===== src/include/bus_map.svh =====
`ifndef BUS_MAP_SVH
`define BUS_MAP_SVH

// RAM occupies the lower half of the address space
`define BUS_RAM_BASE 32'h0000_0000

// Any address with bit 31 set lands in the I/O block
`define BUS_IO_BASE 32'h8000_0000
`define BUS_IO_SELECT_BIT 31

// Four word registers, selected by address bits 3:2
`define BUS_IO_REGS 4

`endif


===== src/design/bus_pkg.sv =====
package bus_pkg;

	`include "bus_map.svh"

	localparam int unsigned IO_SELECT_BIT = `BUS_IO_SELECT_BIT;

	// One bus command, as issued by a port or by the arbiter
	typedef struct packed {
		logic rw;				// 1 = write
		logic request;
		logic [31:0] address;	// Byte address, bits 1:0 ignored
		logic [31:0] wdata;
	} bus_req_t;

	// Target answer
	typedef struct packed {
		logic ready;			// One-cycle pulse
		logic [31:0] rdata;
	} bus_rsp_t;

	typedef enum logic [1:0] {
		GRANT_IDLE,
		GRANT_A,
		GRANT_B,
		GRANT_C
	} grant_t;

endpackage


===== src/design/bus_io.sv =====
`timescale 1ns/1ps

module bus_io (
	input i_clock,
	input i_reset,

	input bus_pkg::bus_req_t i_bus,
	output bus_pkg::bus_rsp_t o_bus
);

	logic [31:0] regs [4];
	logic [1:0] wait_count;
	logic [1:0] index;
	logic ready;

	assign index = i_bus.address[3:2];
	assign ready = i_bus.request && (wait_count == 2'd2);	// One wait state

	always_ff @(posedge i_clock) begin
		if (i_reset) begin
			wait_count <= 2'd0;
		end
		else if (!i_bus.request || ready) begin
			wait_count <= 2'd0;
		end
		else begin
			wait_count <= wait_count + 2'd1;
		end
	end

	always_ff @(posedge i_clock) begin
		if (i_reset) begin
			for (int i = 0; i < 4; i++)
				regs[i] <= '0;
		end
		else if (ready && i_bus.rw) begin
			regs[index] <= i_bus.wdata;
		end
	end

	always_comb begin
		o_bus.ready = ready;
		o_bus.rdata = regs[index];
	end

endmodule


===== config.mk =====
export PLATFORM = sky130hd
export DESIGN_NAME = bus_io
export DESIGN_NICKNAME = d
export VERILOG_FILES = /design/src/design/bus_pkg.sv /design/src/design/bus_io.sv
export VERILOG_INCLUDE_DIRS = /design/src /design/src/include
export SDC_FILE = /design/constraint.sdc
export NUM_CORES = 1
export LEC_CHECK = 0
export ABC_CLOCK_PERIOD_IN_PS = 4700
export BUFFER_PORTS_ARGS = -buffer_cell sky130_fd_sc_hd__buf_2
export CAP_MARGIN = 20
export CORE_UTILIZATION = 55
export CTS_BUF_LIST = sky130_fd_sc_hd__clkbuf_4 sky130_fd_sc_hd__clkbuf_8 sky130_fd_sc_hd__clkbuf_16
export DETAILED_ROUTE_END_ITERATION = 10
export PLACE_DENSITY_LB_ADDON = 0.2
export SYNTH_ARGS = -nofsm -noshare
export SYNTH_HDL_FRONTEND = slang
export SYNTH_SLANG_ARGS = --single-unit

===== constraint.sdc =====
create_clock -name i_clock -period 4.7 [get_ports i_clock]
set_input_delay 0.235 -clock i_clock [delete_from_list [all_inputs] [get_ports i_clock]]
set_output_delay 0.235 -clock i_clock [all_outputs]
set_load 0.01 [all_outputs]

==> flow_metrics.tcl <==
set metrics [dict create \
    final_max_slew_viol_count 0 \
    clockBufferDepth 2 \
    syn2layout_area_growth_pct 15.97 \
    cts_sinks 130 \
    synthMuxAreaShare_pct 12.04 \
    synth_top_area_share_pct 64.23 \
    vdd_drop_max_mv 0.2626 \
    cts_resized 0 \
    hold_viol 0 \
    rows 37 \
    grt_usage_pct 21.01 \
    cts-root-buf "clkbuf_8" \
    antenna_found_initial 0 \
    tightestPinTransition_ns 1.077 \
    via_per_inst 5.558 \
    synth_warnings 0 \
    p_leak_nw 2.514 \
    synthAdderAreaFrac_pct 0.2091 \
    io_pins 101 \
    grt_first_pass_wirelength_mm 17.32 \
    finalCritPeriodShare_pct 49.72 \
    internal_power_w 0.002215 \
    grt_overflow_total 0 \
    worst_setup_path_start_kind "register" \
    synth_xor_area_share_pct 0 \
    route.detailed.drc 0 \
    cts_htree_levels 4 \
    grt_max_degree 69 \
    dr.pass1.iters 4 \
    status "complete, no violations" \
    cap_violations 0 \
    synth_top_family_by_area "simple AND/OR/NAND/NOR gates" \
    fp.dieH_microns 106.3 \
    crit_start "wait_count[0]" \
    holdWs_ns 0.06326 \
    place_congestion 0.6888 \
    die_x_microns 106.3 \
    ys_ff_latch 130 \
    power_frac_seq_pct 47.2 \
    place_hpwl_mm 5.904 \
    cp.arrival_ns 2.47 \
    cts_setup_buffers 0 \
    die-area_sq_um 11300 \
    wl_per_cell_microns 18.35 \
    start_util_pct 57.45 \
    vias 3229 \
    grt_pass1_vias 3470 \
    met1_usage_pct 25.78 \
    finalSetupViolCount 0 \
    finalCriticalPeriod_ns 2.337 \
    final_util_pct 66.63 \
    netSwitchingFraction_pct 20.98 \
    clkPwrFrac_pct 45.9 \
    nets 501 \
    rsz0062_at_grt "no" \
    cp-end-kind "register" \
    crit_type "register to register" \
    min_from "i_bus[1]" \
    globalRouteMet2Util_pct 36.36 \
    num_antenna_cells 0 \
    syn_area_sq_um 5984 \
    syn_nets 440 \
    cts-buffers-inserted 17 \
    synth.area.top_cells "edfxtp_1 64%, mux4_2 12%, nor3_2 9.2%, nor3_1 3.4%, nor2_1 2.1%" \
    dp.cells 548 \
    io_buffers 70 \
    ant_nets 0 \
    crit_fanout 32 \
    clk_pin_slew_ns 0.06 \
    synth_compound_area_share_pct 0.6063 \
    hold_buffers 0 \
    slew-limit-headroom_pct 28.02 \
    cts_tree "done" \
    final_cell_mix "128 x edfxtp_1, 70 x buf_2, 55 x nor3_2, 41 x nor3_1, 34 x nor2_1" \
    synthCells 371 \
    fin_cells 581 \
    ys_seq_area_share_pct 64.90 \
    combinationalPowerShare_pct 6.9 \
    syn_area_per_cell_sq_um 16.13 \
    skew_ns 0.01024 \
    r2r-start "wait_count[0]" \
    met3_usage_pct 4.537 \
    wl_mm 10.66 \
    layout-drive-gt1-share_pct 46.07 \
    yosysTopAreaCell "edfxtp_1" \
    clk_latency_ns 0.52 \
    fmax_ghz 0.4280 \
    drt_iter0_markers 136 \
    hold_class "input port to register" \
    cp.required_ns 4.83 \
    power_density_nw_per_um2 403.8 \
    grt-busiest-layer "met2" \
    yosys.area_share.simple_pct 15.72 \
    core-area_sq_um 10420 \
    final.setup.tns_ns 0 \
    layout_commonest_cell "edfxtp_1" \
    p_sw_w 0.0005879 \
    ys_types 21 \
]
sequential cells by signal, indices dropped and copies added, names as in the netlist:
signal      cells
regs          128
wait_count      2
worst max-delay path, cell delays in order (launching register included):
cell and delay [ns]:
dfxtp_1 0.31, inv_1 0.05, ha_1 0.21, nand4b_4 0.37, o21bai_4 0.99
cells in the mapped netlist, drive strengths merged:
cell	instances
a41o	1
nor3	96
edfxtp	128
mux4	32
nor2	34
inv	33
or2	1
clkbuf	4
nand2b	2
buf	31
ha	1
and2	1
nand4b	1
dfxtp	2
or3b	1
o21bai	3
power by group through the flow:
stage / combinational [W] / clock (W) / sequential, W
final: 0.000195 / 0.00129 / 0.00132
after global routing: 0.000211 / 0.00134 / 0.00133
after CTS: 0.000196 / 0.00130 / 0.00132
after detailed placement: 0.000195 / 0 / 0.00135
after global placement: 0.000194 / 0 / 0.00134
after floorplan: 0.000135 / 0 / 0.00134
metal layers:
layer  vias up  share of wire, %  wire length, microns
met5         -                 0                     0
met4         0               1.5                   160
met3        13               5.0                   528
met2        88                53                  5665
met1      1606                40                  4304
li1       1522                 -                     -
stage by stage:
step	setup slack, ns	power (W)	cell area (sq um)
after floorplan	1.710	0.001478	5984
after global placement	2.004	0.001538	6320
after detailed placement	1.965	0.001543	6320
after CTS	2.306	0.002817	6913
after global routing	2.201	0.002878	6940
final	2.363	0.002803	6940
worst paths after layout:
check / endpoint / slack, ns / depth (start not counted)
worst max-delay path: regs[1][31] / 2.36 / 4
worst min-delay path: regs[3][1] / 0.06 / 3
worst max register to register: regs[1][31] / 2.36 / 4
worst min register to register: wait_count[0] / 0.41 / 1
final cells by class:
cell class                      instances  area (sq um)
Clock buffer                           23         490.5
Clock inverter                          9         102.6
Fill cell                             755          3476
Inverter                               33         123.9
Multi-Input combinational cell        173          1747
Sequential cell                       130          3884
Tap cell                              136         170.2
Timing Repair Buffer                   77         422.9
cell families (layout without fill, tap and decap cells):
logic type               count (synthesis)  after routing
buffers and inverters                   68            142
AND/OR/NAND/NOR                        136            136
adder cells (fa/ha/maj)                  1              1
flip-flops                             130            130
AO/OA/AOI/OAI                            4              4
multiplexers                            32             32
Note: power is estimated with default switching activity, not from simulation.
