`src/include/bus_map.svh`:
```
`ifndef BUS_MAP_SVH
`define BUS_MAP_SVH

// RAM occupies the lower half of the address space
`define BUS_RAM_BASE 32'h0000_0000

// Any address with bit 31 set lands in the I/O block
`define BUS_IO_BASE 32'h8000_0000
`define BUS_IO_SELECT_BIT 31

// Four word registers, selected by address bits 3:2
`define BUS_IO_REGS 4

`endif

```
`src/design/bus_pkg.sv`:
```
package bus_pkg;

	`include "bus_map.svh"

	localparam int unsigned IO_SELECT_BIT = `BUS_IO_SELECT_BIT;

	// One bus command, as issued by a port or by the arbiter
	typedef struct packed {
		logic rw;				// 1 = write
		logic request;
		logic [31:0] address;	// Byte address, bits 1:0 ignored
		logic [31:0] wdata;
	} bus_req_t;

	// Target answer
	typedef struct packed {
		logic ready;			// One-cycle pulse
		logic [31:0] rdata;
	} bus_rsp_t;

	typedef enum logic [1:0] {
		GRANT_IDLE,
		GRANT_A,
		GRANT_B,
		GRANT_C
	} grant_t;

endpackage

```
`src/design/bus_access.sv`:
```
`timescale 1ns/1ps

module bus_access #(
	parameter bit REGISTERED = 1'b1
)(
	input i_clock,
	input i_reset,

	// Port A, instruction fetch (read only)
	input bus_pkg::bus_req_t i_pa,
	output bus_pkg::bus_rsp_t o_pa,
	output logic o_pa_busy,

	// Port B, data load and store
	input bus_pkg::bus_req_t i_pb,
	output bus_pkg::bus_rsp_t o_pb,
	output logic o_pb_busy,

	// Port C, secondary master
	input bus_pkg::bus_req_t i_pc,
	output bus_pkg::bus_rsp_t o_pc,
	output logic o_pc_busy,

	// Shared bus
	output bus_pkg::bus_req_t o_bus,
	input bus_pkg::bus_rsp_t i_bus
);

	bus_pkg::grant_t grant;
	bus_pkg::grant_t pick;
	bus_pkg::bus_req_t pa_read;

	// Command of the port named by g or zero when idle
	function automatic bus_pkg::bus_req_t port_cmd(
		input bus_pkg::grant_t g,
		input bus_pkg::bus_req_t a,
		input bus_pkg::bus_req_t b,
		input bus_pkg::bus_req_t c
	);
		case (g)
			bus_pkg::GRANT_A: port_cmd = a;
			bus_pkg::GRANT_B: port_cmd = b;
			bus_pkg::GRANT_C: port_cmd = c;
			default: port_cmd = '0;
		endcase
	endfunction

	always_comb begin
		pa_read = i_pa;
		pa_read.rw = 1'b0;		// Fetch port never writes
		pa_read.wdata = '0;
	end

	// Fixed priority B, A, C
	always_comb begin
		if (i_pb.request)
			pick = bus_pkg::GRANT_B;
		else if (i_pa.request)
			pick = bus_pkg::GRANT_A;
		else if (i_pc.request)
			pick = bus_pkg::GRANT_C;
		else
			pick = bus_pkg::GRANT_IDLE;
	end

	// Choose only while idle and release on ready
	always_ff @(posedge i_clock) begin
		if (i_reset) begin
			grant <= bus_pkg::GRANT_IDLE;
		end
		else if (grant == bus_pkg::GRANT_IDLE) begin
			grant <= pick;
		end
		else if (i_bus.ready) begin
			grant <= bus_pkg::GRANT_IDLE;
		end
	end

	generate if (REGISTERED) begin : g_registered

		bus_pkg::bus_req_t bus_q;

		// Command captured at the grant edge and held until ready
		always_ff @(posedge i_clock) begin
			if (i_reset) begin
				bus_q.request <= 1'b0;
			end
			else if (grant == bus_pkg::GRANT_IDLE) begin
				bus_q <= port_cmd(pick, pa_read, i_pb, i_pc);
			end
			else if (i_bus.ready) begin
				bus_q.request <= 1'b0;
			end
		end

		assign o_bus = bus_q;

	end
	else begin : g_combinational

		// Bus follows the granted port directly
		assign o_bus = port_cmd(grant, pa_read, i_pb, i_pc);

	end endgenerate

	assign o_pa_busy = (grant == bus_pkg::GRANT_A);
	assign o_pb_busy = (grant == bus_pkg::GRANT_B);
	assign o_pc_busy = (grant == bus_pkg::GRANT_C);

	// Ready goes only to the granted port and read data to all
	always_comb begin
		o_pa.ready = o_pa_busy && i_pa.request && i_bus.ready;
		o_pa.rdata = i_bus.rdata;
		o_pb.ready = o_pb_busy && i_pb.request && i_bus.ready;
		o_pb.rdata = i_bus.rdata;
		o_pc.ready = o_pc_busy && i_pc.request && i_bus.ready;
		o_pc.rdata = i_bus.rdata;
	end

endmodule

```
`config.mk`:
```
export PLATFORM = sky130hd
export DESIGN_NAME = bus_access
export DESIGN_NICKNAME = d
export VERILOG_FILES = /design/src/design/bus_pkg.sv /design/src/design/bus_access.sv
export VERILOG_INCLUDE_DIRS = /design/src /design/src/include
export SDC_FILE = /design/constraint.sdc
export NUM_CORES = 1
export LEC_CHECK = 0
export ABC_AREA = 1
export BUFFER_PORTS_ARGS = -buffer_cell sky130_fd_sc_hd__buf_2
export CORE_AREA = 2 2 154 156
export CTS_CLUSTER_DIAMETER = 150
export DETAILED_ROUTE_END_ITERATION = 10
export DIE_AREA = 0 0 156 158
export SETUP_SLACK_MARGIN = 0.3
export SYNTH_ARGS = -nofsm -noshare
export SYNTH_HDL_FRONTEND = slang
export SYNTH_SLANG_ARGS = --single-unit
```
`constraint.sdc`:
```
create_clock -name i_clock -period 3.9 [get_ports i_clock]
set_input_delay 0.585 -clock i_clock [delete_from_list [all_inputs] [get_ports i_clock]]
set_output_delay 0.585 -clock i_clock [all_outputs]
set_load 0.005 [all_outputs]
```
==> flow_metrics.env <==
export IMPL_status="completed"
export IMPL_postRouteAntennaNets=0
export IMPL_arrival_ns=1.61
export IMPL_final_period_utilization_pct=56.4
export IMPL_tns_ns=0
export IMPL_drtIter0Drc=208
export IMPL_drt_first_pass_iters=4
export IMPL_hold_end="o_bus[42]"
export IMPL_clockBufferDepth=2
export IMPL_vias=3536
export IMPL_rr_endpoint="o_bus[9]"
export IMPL_worstSetupPathType="input pin to output pin"
export IMPL_via_per_inst=4.01
export IMPL_remaining_drc_errors=0
export IMPL_yosys_warnings=0
export IMPL_worst_slack_ns=1.70
export IMPL_ios=401
export IMPL_clk_pin_slew_ns=0.06
export IMPL_first_global_vias=3140
export IMPL_seq_area_frac_synth_pct=48.9
export IMPL_holdPathStages=3
export IMPL_fillers=2549
export IMPL_min_path_type="input pin to flip-flop"
export IMPL_core_um2=23100
export IMPL_max_cap_violations=0
export IMPL_syn_cell_area_um2=4120
export IMPL_cts_sinks=68
export IMPL_cts_hold_buffers=0
export IMPL_wl_per_cell_um=17.2
export IMPL_die_area_um2=24600
export IMPL_finClkSkew_ns=0.00631
export IMPL_worstSetupStartpointType="input pin"
export IMPL_final_cells=881
export IMPL_post_cts_buffers=0
export IMPL_synth_fp_nets=686
export IMPL_clock_fmax_mhz=455
export IMPL_drive_above_1_share_pct=44.9
export IMPL_grt_first_pass_wirelength_mm=20.2
export IMPL_cts_resized_gates=0
export IMPL_cts_root_buf="clkbuf_16"
export IMPL_cts_htree_levels=3
export IMPL_setup_viol=0
export IMPL_p_leak_nw=2.45
export IMPL_r2r_setup_slack_ns=2.09
export IMPL_power_density_nw_per_um2=406
export IMPL_hp_start="i_pb[42]"
export IMPL_num_rows=56
export IMPL_hpwl_mm=11.9
export IMPL_ys_seq_elements=68
export IMPL_min_period_ns=2.20
export IMPL_io_buffers=239
export IMPL_peakVddDrop_mv=0.198
export IMPL_die_y_um=158
export IMPL_clk_latency_ns=0.34
export IMPL_worst_pin_slew_ns=0.722
export IMPL_antenna_found_initial=1
export IMPL_grt_setup_unrepaired="no"
export IMPL_multi_input_area_um2=1050
export IMPL_register_area_um2=2010
export IMPL_r2r_start="grant[1]"
export IMPL_fp_dieW_um=156
export IMPL_start_util_pct=17.9
export IMPL_worstPathRequired_ns=3.31
export IMPL_place_inst=864
export IMPL_dp_slack_ns=1.58
export IMPL_cp_end_kind="output pin"
export IMPL_cts_tree="yes"
export IMPL_gp_congestion=0.751
export IMPL_overflow=0
export IMPL_hold_slack_ns=0.531
export IMPL_wirelength_mm=15.2
export IMPL_postSynthAreaPerCell_um2=9.09
export IMPL_nets=818
export IMPL_reg2reg_depth=4
export IMPL_worstPathMaxFanout=35
export IMPL_netlist_instances=453
export IMPL_numCtsBuffers=9
export IMPL_hold_viol=0
export IMPL_slew_viol_final=0
export IMPL_slew_headroom_pct=51.9
export IMPL_synthToLayoutAreaGrowth_pct=25.0
export IMPL_synth_cell_types=17
export IMPL_grt_max_degree=66
export IMPL_grtUsageTotal_pct=11.7
state kept, by name, summed over array words and instances, names as in the netlist:
name	count
grant	2
o_bus	66
critical path: stages:
cell,delay [ns]
buf_2,0.07
buf_4,0.39
inv_4,0.20
nor3_1,0.22
buf_2,0.14
layer usage:
metal | GRT usage (%) | vias to the layer above | part of all wire [%]
li1 | - | 1705 | -
met5 | 0 | - | 0.13
met3 | 6.32 | 23 | 13
met1 | 11.0 | 1531 | 35
met4 | 4.94 | 4 | 2.4
met2 | 21.0 | 273 | 49
cell usage after synthesis:
cell type | number | area (um2)
inv_2 | 1 | 3.75
nor2_1 | 4 | 15.0
nand3_1 | 67 | 335
nand3_4 | 1 | 17.5
buf_2 | 20 | 100
nand4_1 | 32 | 200
nand2_1 | 75 | 282
edfxtp_1 | 65 | 1950
buf_4 | 98 | 736
inv_1 | 41 | 154
inv_4 | 1 | 6.26
o21ai_1 | 30 | 150
nor3_1 | 3 | 15.0
buf_6 | 5 | 56.3
o21ai_0 | 6 | 30.0
clkbuf_1 | 1 | 3.75
dfxtp_1 | 3 | 60.1
area by class of cell:
class                           count  share of cell area [%]
Multi-Input combinational cell    218                    20.5
Clock buffer                        9                    4.38
Timing Repair Buffer              245                    24.4
Antenna cell                        1                  0.0486
Tap cell                          290                    7.05
Inverter                           43                    3.19
Sequential cell                    68                    39.1
Clock inverter                      7                    1.41
layout by cell type, fill, tap and decap left out, types with 2 or more instances in the layout:
cell type,count
buf_2,239
nor3_1,3
inv_6,2
clkbuf_16,9
clkinv_2,2
nand2_1,75
o21ai_0,6
clkinvlp_4,2
buf_4,5
dfxtp_1,3
nand3_1,67
o21ai_1,30
edfxtp_1,65
nor2_1,3
nand4_1,32
inv_1,41
per-stage QoR:
step / utilization [%] / power, mW / instance area (um2)
final: 22.3 / 2.09 / 5140
after global routing: 22.3 / 2.20 / 5140
after CTS: 22.3 / 2.14 / 5140
after detailed placement: 21.0 / 1.27 / 4840
after global placement: 21.0 / 1.26 / 4840
after floorplan: - / 1.15 / 4120
cell families (layout without fill, tap and decap cells):
family / after synthesis / in the layout / synth area share (%)
AND/OR/NAND/NOR: 182 / 182 / 21.0
buffers and inverters: 167 / 304 / 25.7
flip-flops: 68 / 68 / 48.9
AO/OA/AOI/OAI: 36 / 36 / 4.38
other: 0 / 1 / 0
power by group:
| group | internal [mW] | total (mW) | switching (mW) |
|---|---|---|---|
| clock network | 0.498 | 0.844 | 0.347 |
| logic | 0.145 | 0.336 | 0.191 |
| registers | 0.888 | 0.907 | 0.0186 |
how the worst max path moves through the flow:
stage / start / endpoint / slack [ns] / cells past startpoint
floorplan: i_reset / o_bus[0] / 1.18 / 1
CTS: i_pa[64] / o_pa[32] / 1.65 / 5
global placement: i_pa[64] / o_bus[30] / 1.59 / 5
finish: i_pa[64] / o_pa[32] / 1.70 / 5
global route: i_pa[64] / o_pa[32] / 1.61 / 5
detailed placement: i_pa[64] / o_bus[30] / 1.58 / 5
Note: power is estimated with default switching activity, not from simulation.
