$ cat config.mk
export PLATFORM = sky130hd
export DESIGN_NAME = bus_decoder
export DESIGN_NICKNAME = d
export VERILOG_FILES = /design/src/design/bus_pkg.sv /design/src/design/bus_decoder.sv
export VERILOG_INCLUDE_DIRS = /design/src /design/src/include
export SDC_FILE = /design/constraint.sdc
export NUM_CORES = 1
export LEC_CHECK = 0
export ABC_AREA = 1
export BUFFER_PORTS_ARGS = -buffer_cell sky130_fd_sc_hd__buf_2
export CAP_MARGIN = 20
export CORE_AREA = 3 3 114 116
export DETAILED_ROUTE_END_ITERATION = 10
export DIE_AREA = 0 0 117 119
export SLEW_MARGIN = 5
export SYNTH_ARGS = -nofsm -noshare
export SYNTH_HDL_FRONTEND = slang
export SYNTH_SLANG_ARGS = --single-unit
$ cat constraint.sdc
create_clock -name vclk -period 0.95
set_input_delay 0.0475 -clock vclk [all_inputs]
set_output_delay 0.0475 -clock vclk [all_outputs]
set_load 0.01 [all_outputs]
$ cat src/include/bus_map.svh
`ifndef BUS_MAP_SVH
`define BUS_MAP_SVH

// RAM occupies the lower half of the address space
`define BUS_RAM_BASE 32'h0000_0000

// Any address with bit 31 set lands in the I/O block
`define BUS_IO_BASE 32'h8000_0000
`define BUS_IO_SELECT_BIT 31

// Four word registers, selected by address bits 3:2
`define BUS_IO_REGS 4

`endif

$ cat src/design/bus_pkg.sv
package bus_pkg;

	`include "bus_map.svh"

	localparam int unsigned IO_SELECT_BIT = `BUS_IO_SELECT_BIT;

	// One bus command, as issued by a port or by the arbiter
	typedef struct packed {
		logic rw;				// 1 = write
		logic request;
		logic [31:0] address;	// Byte address, bits 1:0 ignored
		logic [31:0] wdata;
	} bus_req_t;

	// Target answer
	typedef struct packed {
		logic ready;			// One-cycle pulse
		logic [31:0] rdata;
	} bus_rsp_t;

	typedef enum logic [1:0] {
		GRANT_IDLE,
		GRANT_A,
		GRANT_B,
		GRANT_C
	} grant_t;

endpackage

$ cat src/design/bus_decoder.sv
`timescale 1ns/1ps

module bus_decoder (
	// From the arbiter
	input bus_pkg::bus_req_t i_bus,
	output bus_pkg::bus_rsp_t o_bus,

	// RAM target
	output bus_pkg::bus_req_t o_ram,
	input bus_pkg::bus_rsp_t i_ram,

	// I/O target
	output bus_pkg::bus_req_t o_io,
	input bus_pkg::bus_rsp_t i_io
);

	logic io_sel;

	assign io_sel = i_bus.address[bus_pkg::IO_SELECT_BIT];

	// Both targets see the command but only one sees request
	always_comb begin
		o_ram = i_bus;
		o_ram.request = i_bus.request && !io_sel;

		o_io = i_bus;
		o_io.request = i_bus.request && io_sel;
	end

	always_comb begin
		if (io_sel) begin
			o_bus = i_io;
		end
		else begin
			o_bus = i_ram;
		end
	end

endmodule

==> results.py, run 1 <==
metrics = {
    "finish": {
        "nClkBuffers": 0,
        "syn2layout_area_growth_pct": -20.5,
        "drive_gt1_frac": 0.559,
        "fin_nets": 345,
        "seq_area_um2": 0,
        "nFillCells": 1440,
        "final_common_cell": "buf_2",
        "seq_cell_count": 0,
        "diodes": 0,
        "layout_common_cells": "buf_2 (105), nand2_1 (90), nand2_2 (10)",
    },
    "synth": {
        "synth_area_leaders": "buf_4 (67%), nand2_1 (23%), nand2_2 (4.2%)",
        "syn_nets": 373,
        "postSynthCellCount": 241,
        "syn_area_um2": 1470,
        "ys_warn_count": 0,
        "postSynthAreaPerCell_um2": 6.12,
        "yosysTopAreaCell": "buf_4",
        "synth_seq_area_share": 0,
        "synth_cell_types": 8,
        "yosysTopAreaCellShare": 0.672,
    },
    "floorplanning": {
        "die_area_um2": 13900,
        "coreArea_um2": 12000,
        "die_y_um": 119,
        "fp.dieW_um": 117,
        "row_count": 40,
        "ios": 297,
        "start_util": 0.123,
    },
    "placed_design": {
        "routabilityCongestion": 0.649,
        "io_buffers": 105,
        "hpwl_um": 3480,
    },
    "global_routing": {
        "globalRouteTotalUtil": 0.0497,
        "grt_max_degree": 34,
        "antenna_found_initial": 0,
        "grt_pass1_wl_um": 5360,
        "grt_pass1_vias": 1023,
        "gr-total-overflow": 0,
    },
    "route": {
        "drt_wl_total_um": 4080,
        "wl_per_cell_um": 11.4,
        "vias": 1109,
        "drt_pass1_iterations": 4,
        "viasPerCell": 3.10,
        "drtIter0Drc": 18,
        "ant_nets": 0,
        "drc_errors": 0,
    },
    "power_and_ir_drop": {
        "pwr-share-comb": 1.000,
        "pwr-share-seq": 0,
        "irDropWorstVdd_uv": 146,
        "power_density_nw_per_um2": 433,
        "power.internal_mw": 0.247,
        "switching_power_mw": 0.261,
        "total_power_mw": 0.508,
        "power_switching_share": 0.514,
        "p_leak_nw": 0.758,
        "pwr-share-clk": 0,
    },
    "worst_setup_path": {
        "crit_arrival_ps": 760,
        "endpoint": "o_bus[19]",
        "crit_type": "primary input to primary output",
        "cp-start-kind": "primary input",
        "critPathCaptureType": "primary output",
        "path_max_fanout": 33,
        "crit_start": "i_bus[63]",
        "cp.required_ps": 900,
    },
    "sta": {
        "final_max_slew_viol_count": 0,
        "tightest_slew_ps": 230,
        "rsz0062_at_grt": "no",
        "fin_crit_ps": 803,
        "fin_crit_sh": 0.846,
        "setup_viol": 0,
        "relSlewSlack": 0.847,
        "fin_setup_tns_ps": 0,
        "fmax_mhz": 1240,
        "finalHoldViolCount": 0,
    },
    "clocking": {
        "ctsHoldBuffers": 0,
        "cts_resized": 0,
        "post_cts_buffers": 0,
    },
    "run": {
        "cap_viol_max_count": 0,
    },
    "hold_path": {
        "hold_start": "i_bus[28]",
        "hp-class": "primary input to primary output",
    },
    "run_status": {
        "outcome": "finished clean",
    },
}
## per-layer routing
layer / global-route usage / part of all wire
met1: 0.0401 / 0.28
met2: 0.0701 / 0.39
met3: 0.0351 / 0.20
met4: 0.0609 / 0.13
met5: 0 / 0
## worst max-delay path, cell delays in order
cell,delay (ps)
buf_2,170
inv_8,210
nand2_1,130
nand2_1,70
buf_2,120
## logic make-up (layout without fill, tap and decap cells)
family,after synthesis,in the layout,synth area share
buf+inv,140,110,0.726
simple gates,101,101,0.274
## power groups by stage
stage | Sequential [mW] | Clock [mW] | Combinational [mW]
6_report | 0 | 0 | 0.508
5_1_grt | 0 | 0 | 0.575
4_1_cts | 0 | 0 | 0.520
3_5_place_dp | 0 | 0 | 0.518
3_3_place_gp | 0 | 0 | 0.514
2_1_floorplan | 0 | 0 | 0.806
## cell type report
cell class | count | area, um^2 | area share
repair buffers | 107 | 566 | 0.482
multi-input cells | 101 | 404 | 0.345
well taps | 147 | 184 | 0.157
inverters | 3 | 18.8 | 0.0160
## per-stage QoR
stage,instances,util,cell area (um^2),hold WS [ps],setup slack (ps)
after floorplan,241,-,1470,178,392
after global placement,358,0.0976,1170,95.1,126
after detailed placement,358,0.0976,1170,95.1,121
after CTS,358,0.0976,1170,95.1,121
after global routing,358,0.0976,1170,95.0,44.4
final,358,0.0976,1170,95.0,147
## Yosys cell counts
cell,count
buf_4,132
nand2_1,90
nand2_2,10
buf_6,4
inv_1,2
buf_8,1
inv_8,1
nor2_1,1
## worst min-delay path by stage
stage | endpoint | slack [ps] | depth (start not counted)
floorplan | o_ram[64] | 180 | 2
global placement | o_io[25] | 100 | 0
detailed placement | o_io[25] | 100 | 0
CTS | o_io[25] | 100 | 0
global route | o_ram[61] | 100 | 0
finish | o_ram[28] | 100 | 0
(Power assumes the default switching activity.)
==> inputs of run 2 (changes only) <==
Settings changed: CORE_AREA 3 3 114 116 to 3 3 115 117, DIE_AREA 0 0 117 119 to 0 0 118 120.
Clock period 0.95 ns to 0.8 ns, I/O delays scaled along.
==> run 2 against run 1 <==
Effect of this change:
- global-route usage about the same
- final cell count up 7.5%
- routed wire length up 15%
- sequential cell count stayed put
- highest routed layer unchanged
- worst hold slack worse by 15 ps
- via count grew 2.4%
- utilization grew 0.19 points
- first-iteration DRC count up 89%
- power up 25%
- sequential share of layout area did not move
==> results.py, run 2 (synthesis results as in run 1) <==
metrics = {
    "power_and_ir_drop": {
        "irDropWorstVdd_uv": 98.8,
        "power_density_nw_per_um2": 511,
        "total_power_mw": 0.634,
        "p_leak_nw": 0.774,
    },
    "finish": {
        "layout_common_cells": "buf_2 (104), nand2_1 (90), nand2_2 (10)",
        "nFillCells": 1488,
        "multi_input_area_um2": 404,
        "fin_cells": 385,
        "fin_nets": 347,
        "seq_area_um2": 0,
        "seq_cell_count": 0,
        "drive_gt1_frac": 0.563,
        "final_common_cell": "buf_2",
        "diodes": 0,
        "syn2layout_area_growth_pct": -15.9,
        "nClkBuffers": 0,
    },
    "global_routing": {
        "gr-total-overflow": 0,
        "globalRouteTotalUtil": 0.0497,
        "grt_pass1_vias": 1028,
        "grt_max_degree": 34,
        "grt_pass1_wl_um": 5760,
        "antenna_found_initial": 0,
    },
    "floorplanning": {
        "die_y_um": 120,
        "start_util": 0.118,
        "ios": 297,
        "coreArea_um2": 12500,
        "fp.dieW_um": 118,
        "die_area_um2": 14200,
        "row_count": 41,
    },
    "sta": {
        "rsz0062_at_grt": "no",
        "finalHoldViolCount": 0,
        "final_max_slew_viol_count": 0,
        "fin_crit_sh": 0.847,
        "fin_crit_ps": 678,
        "relSlewSlack": 0.867,
        "tightest_slew_ps": 200,
        "fin_hold_ws_ps": 80.0,
        "setup_viol": 0,
        "fin_setup_tns_ps": 0,
        "fmax_mhz": 1480,
        "setup_slack_ps": 122,
    },
    "route": {
        "viasPerCell": 2.95,
        "drt_wl_total_um": 4700,
        "wl_per_cell_um": 12.2,
        "vias": 1136,
        "ant_nets": 0,
        "drt_pass1_iterations": 4,
        "drtIter0Drc": 34,
        "drc_errors": 0,
    },
    "run_status": {
        "outcome": "finished clean",
    },
    "placed_design": {
        "hpwl_um": 3430,
        "dpl_worst_slack_ps": 40.0,
        "io_buffers": 105,
        "dp_cells": 383,
        "routabilityCongestion": 0.661,
    },
    "worst_setup_path": {
        "crit_arrival_ps": 640,
        "cp.required_ps": 760,
        "crit_type": "primary input to primary output",
        "endpoint": "o_bus[17]",
        "cp-start-kind": "primary input",
        "path_max_fanout": 12,
        "critPathCaptureType": "primary output",
        "crit_start": "i_bus[63]",
    },
    "run": {
        "cap_viol_max_count": 0,
    },
    "clocking": {
        "post_cts_buffers": 0,
        "cts_resized": 0,
        "ctsHoldBuffers": 0,
    },
    "hold_path": {
        "hp-class": "primary input to primary output",
    },
}
==> run 2: stage by stage <==
stage / utilization / cell area [um^2]
after floorplan: - / 1470
after global placement: 0.0956 / 1190
after detailed placement: 0.0956 / 1190
after CTS: 0.0956 / 1190
after global routing: 0.0995 / 1240
final: 0.0995 / 1240
==> run 2: worst min path at each step <==
stage	startpoint	end	slack (ps)	depth (start not counted)
floorplan	i_bus[64]	o_ram[64]	160	2
global placement	i_bus[3]	o_io[3]	80	0
detailed placement	i_bus[3]	o_io[3]	80	0
CTS	i_bus[3]	o_io[3]	80	0
global route	i_bus[48]	o_io[48]	80	0
finish	i_bus[48]	o_io[48]	80	0
==> run 2: area by class of cell <==
type                            instances  share of cell area
Inverter                                3              0.0192
Multi-Input combinational cell        101               0.326
Timing Repair Buffer                  108               0.474
Tap cell                              172               0.174
Timing Repair inverter                  1             0.00706
==> run 2: routing by layer <==
layer / GRT usage / part of all wire / up-vias
met5: 0 / 0 / -
met2: 0.0711 / 0.43 / 120
met1: 0.0442 / 0.29 / 422
li1: - / - / 528
met4: 0.0557 / 0.10 / 0
met3: 0.0330 / 0.18 / 66
==> run 2: where the power goes <==
group / switching [mW] / internal (mW)
Sequential: 0 / 0
Combinational: 0.329 / 0.305
Clock: 0 / 0
==> run 2: worst max-delay path: stages <==
cell,delay (ps)
buf_6,150
clkbuf_16,190
nand2_1,50
nand2_1,70
buf_2,120
==> inputs of run 3 (changes only) <==
Settings changed: ABC_AREA 1 to 0.
==> run 3 against run 2 <==
Effect of this change:
- power up 54%
- routed wire length is 11% lower
- largest power group unchanged
- die area is the same
- clock-buffer cell count unchanged
- sequential cell count is the same
- combinational power rose by 54%
- worst setup slack got worse by 120 ps
- fmax down 15%
==> results.py, run 3 <==
metrics = {
    "run_status": {
        "outcome": "finished clean",
    },
    "floorplanning": {
        "start_util": 0.123,
        "die_area_um2": 14200,
        "ios": 297,
        "coreArea_um2": 12500,
        "fp.dieW_um": 118,
        "die_y_um": 120,
        "row_count": 41,
    },
    "finish": {
        "syn2layout_area_growth_pct": 7.11,
        "nClkBuffers": 0,
        "diodes": 0,
        "seq_area_um2": 0,
        "stdcell_area_um2": 1640,
        "drive_gt1_frac": 0.986,
        "fin_nets": 282,
        "layout_common_cells": "buf_2 (71), mux2_4 (33), buf_6 (33)",
        "final_common_cell": "buf_2",
        "seq_cell_count": 0,
    },
    "global_routing": {
        "grtUsageMet2": 0.0862,
        "use_met1": 0.0557,
        "grt_pass1_wl_um": 5710,
        "grt_pass1_vias": 1009,
        "gr-total-overflow": 0,
        "busiest_layer": "met2",
        "antenna_found_initial": 0,
        "grtUsageMet3": 0.0189,
        "globalRouteTotalUtil": 0.0521,
        "grt_max_degree": 12,
    },
    "worst_setup_path": {
        "slowest_delay_ps": 290,
        "path_max_fanout": 6,
        "crit_arrival_ps": 750,
        "cp_cell_sequence": "buf_16 -> clkbuf_16 -> mux2_4 -> buf_6",
        "cp.required_ps": 760,
        "critPathCaptureType": "primary output",
        "cp-start-kind": "primary input",
        "slowest_stage": "mux2_4",
        "crit_buf_inv": 3,
        "critical_path.top_delay_family": "buffers and inverters",
        "crit_type": "primary input to primary output",
    },
    "sta": {
        "fin_crit_ps": 794,
        "fmax_mhz": 1260,
        "fin_crit_sh": 0.992,
        "fin_hold_ws_ps": 80.0,
        "tightest_slew_ps": 106,
        "relSlewSlack": 0.929,
        "finalHoldViolCount": 0,
        "setup_slack_ps": 6.21,
        "final_max_slew_viol_count": 0,
        "rsz0062_at_grt": "yes",
        "setup_viol": 0,
    },
    "synth": {
        "syn_area_um2": 1530,
        "ys_warn_count": 0,
        "yosysTopAreaCellShare": 0.637,
        "synth_cell_types": 8,
        "syn_nets": 301,
        "postSynthCellCount": 169,
        "yosysTopAreaCell": "buf_4",
        "postSynthAreaPerCell_um2": 9.06,
        "synth_area_leaders": "buf_4 (64%), mux2_4 (27%), mux2_2 (3.7%)",
        "synthTopCellsByCount": "buf_4 (130), mux2_4 (28), mux2_2 (5)",
        "yosys.cell_count.top_type": "buf_4",
        "synth_seq_area_share": 0,
    },
    "hold_path": {
        "hp-class": "primary input to primary output",
    },
    "route": {
        "drc_errors": 0,
        "wl_per_cell_um": 13.1,
        "drt_pass1_iterations": 3,
        "ant_nets": 0,
        "viasPerCell": 2.74,
        "vias": 878,
        "drt_wl_total_um": 4200,
        "drtIter0Drc": 32,
    },
    "placed_design": {
        "io_buffers": 105,
        "hpwl_um": 3520,
        "dpl_worst_slack_ps": -117,
        "placedInstanceArea_um2": 1270,
        "routabilityCongestion": 0.743,
    },
    "power_and_ir_drop": {
        "p_leak_nw": 0.848,
        "irDropWorstVdd_uv": 159,
        "total_power_mw": 0.974,
        "power_density_nw_per_um2": 594,
    },
    "run": {
        "cap_viol_max_count": 0,
    },
}
-- run 3: changes by cell type after synthesis, sizes merged --
cell and delta:
nand2 -100, mux2 +33, buf -3, inv -3, and2 +1, nor2 -1
nor2b +1
-- run 3: timing repair --
item                                    in CTS  in global routing
buffers inserted                             0                  2
gates resized for setup                     34                 15
hold buffers                                 0                  0
endpoints found under the setup margin      33                 23
gates cloned                                 3                  1
-- run 3: cell type report --
class,count,area (um^2)
well taps,172,215
fillers,1416,10800
repair buffers,113,917
multi-input cells,35,508
-- run 3: worst paths after layout --
path	start	to	slack, ps	cells after the start
worst max-delay path	i_bus[63]	o_bus[26]	6	4
worst min-delay path	i_bus[47]	o_ram[47]	80	0
-- run 3: stage by stage --
step	instances	util	TNS, ps
2_1_floorplan	169	-	0
3_3_place_gp	314	0.102	-2190
3_5_place_dp	314	0.102	-2390
4_1_cts	317	0.122	-41.2
5_1_grt	320	0.132	-107
6_report	320	0.132	0
-- run 3: power by group --
part / total, mW / internal [mW] / switching, mW
Sequential: 0 / 0 / 0
Combinational: 0.974 / 0.640 / 0.334
Clock: 0 / 0 / 0
Total: 0.974 / 0.640 / 0.334
-- run 3: logic make-up (layout without fill, tap and decap cells) --
| family | after synthesis | after routing | share of synthesized area |
|---|---|---|---|
| muxes | 33 | 33 | 0.311 |
| and+or+nand+nor | 2 | 2 | 0.00818 |
| buffers and inverters | 134 | 113 | 0.681 |
-- run 3: per-layer routing --
layer  wire [um]  up-vias
li1            -      369
met1        1400      378
met2        1990       87
met3         529       44
met4         274        0
met5           0        -
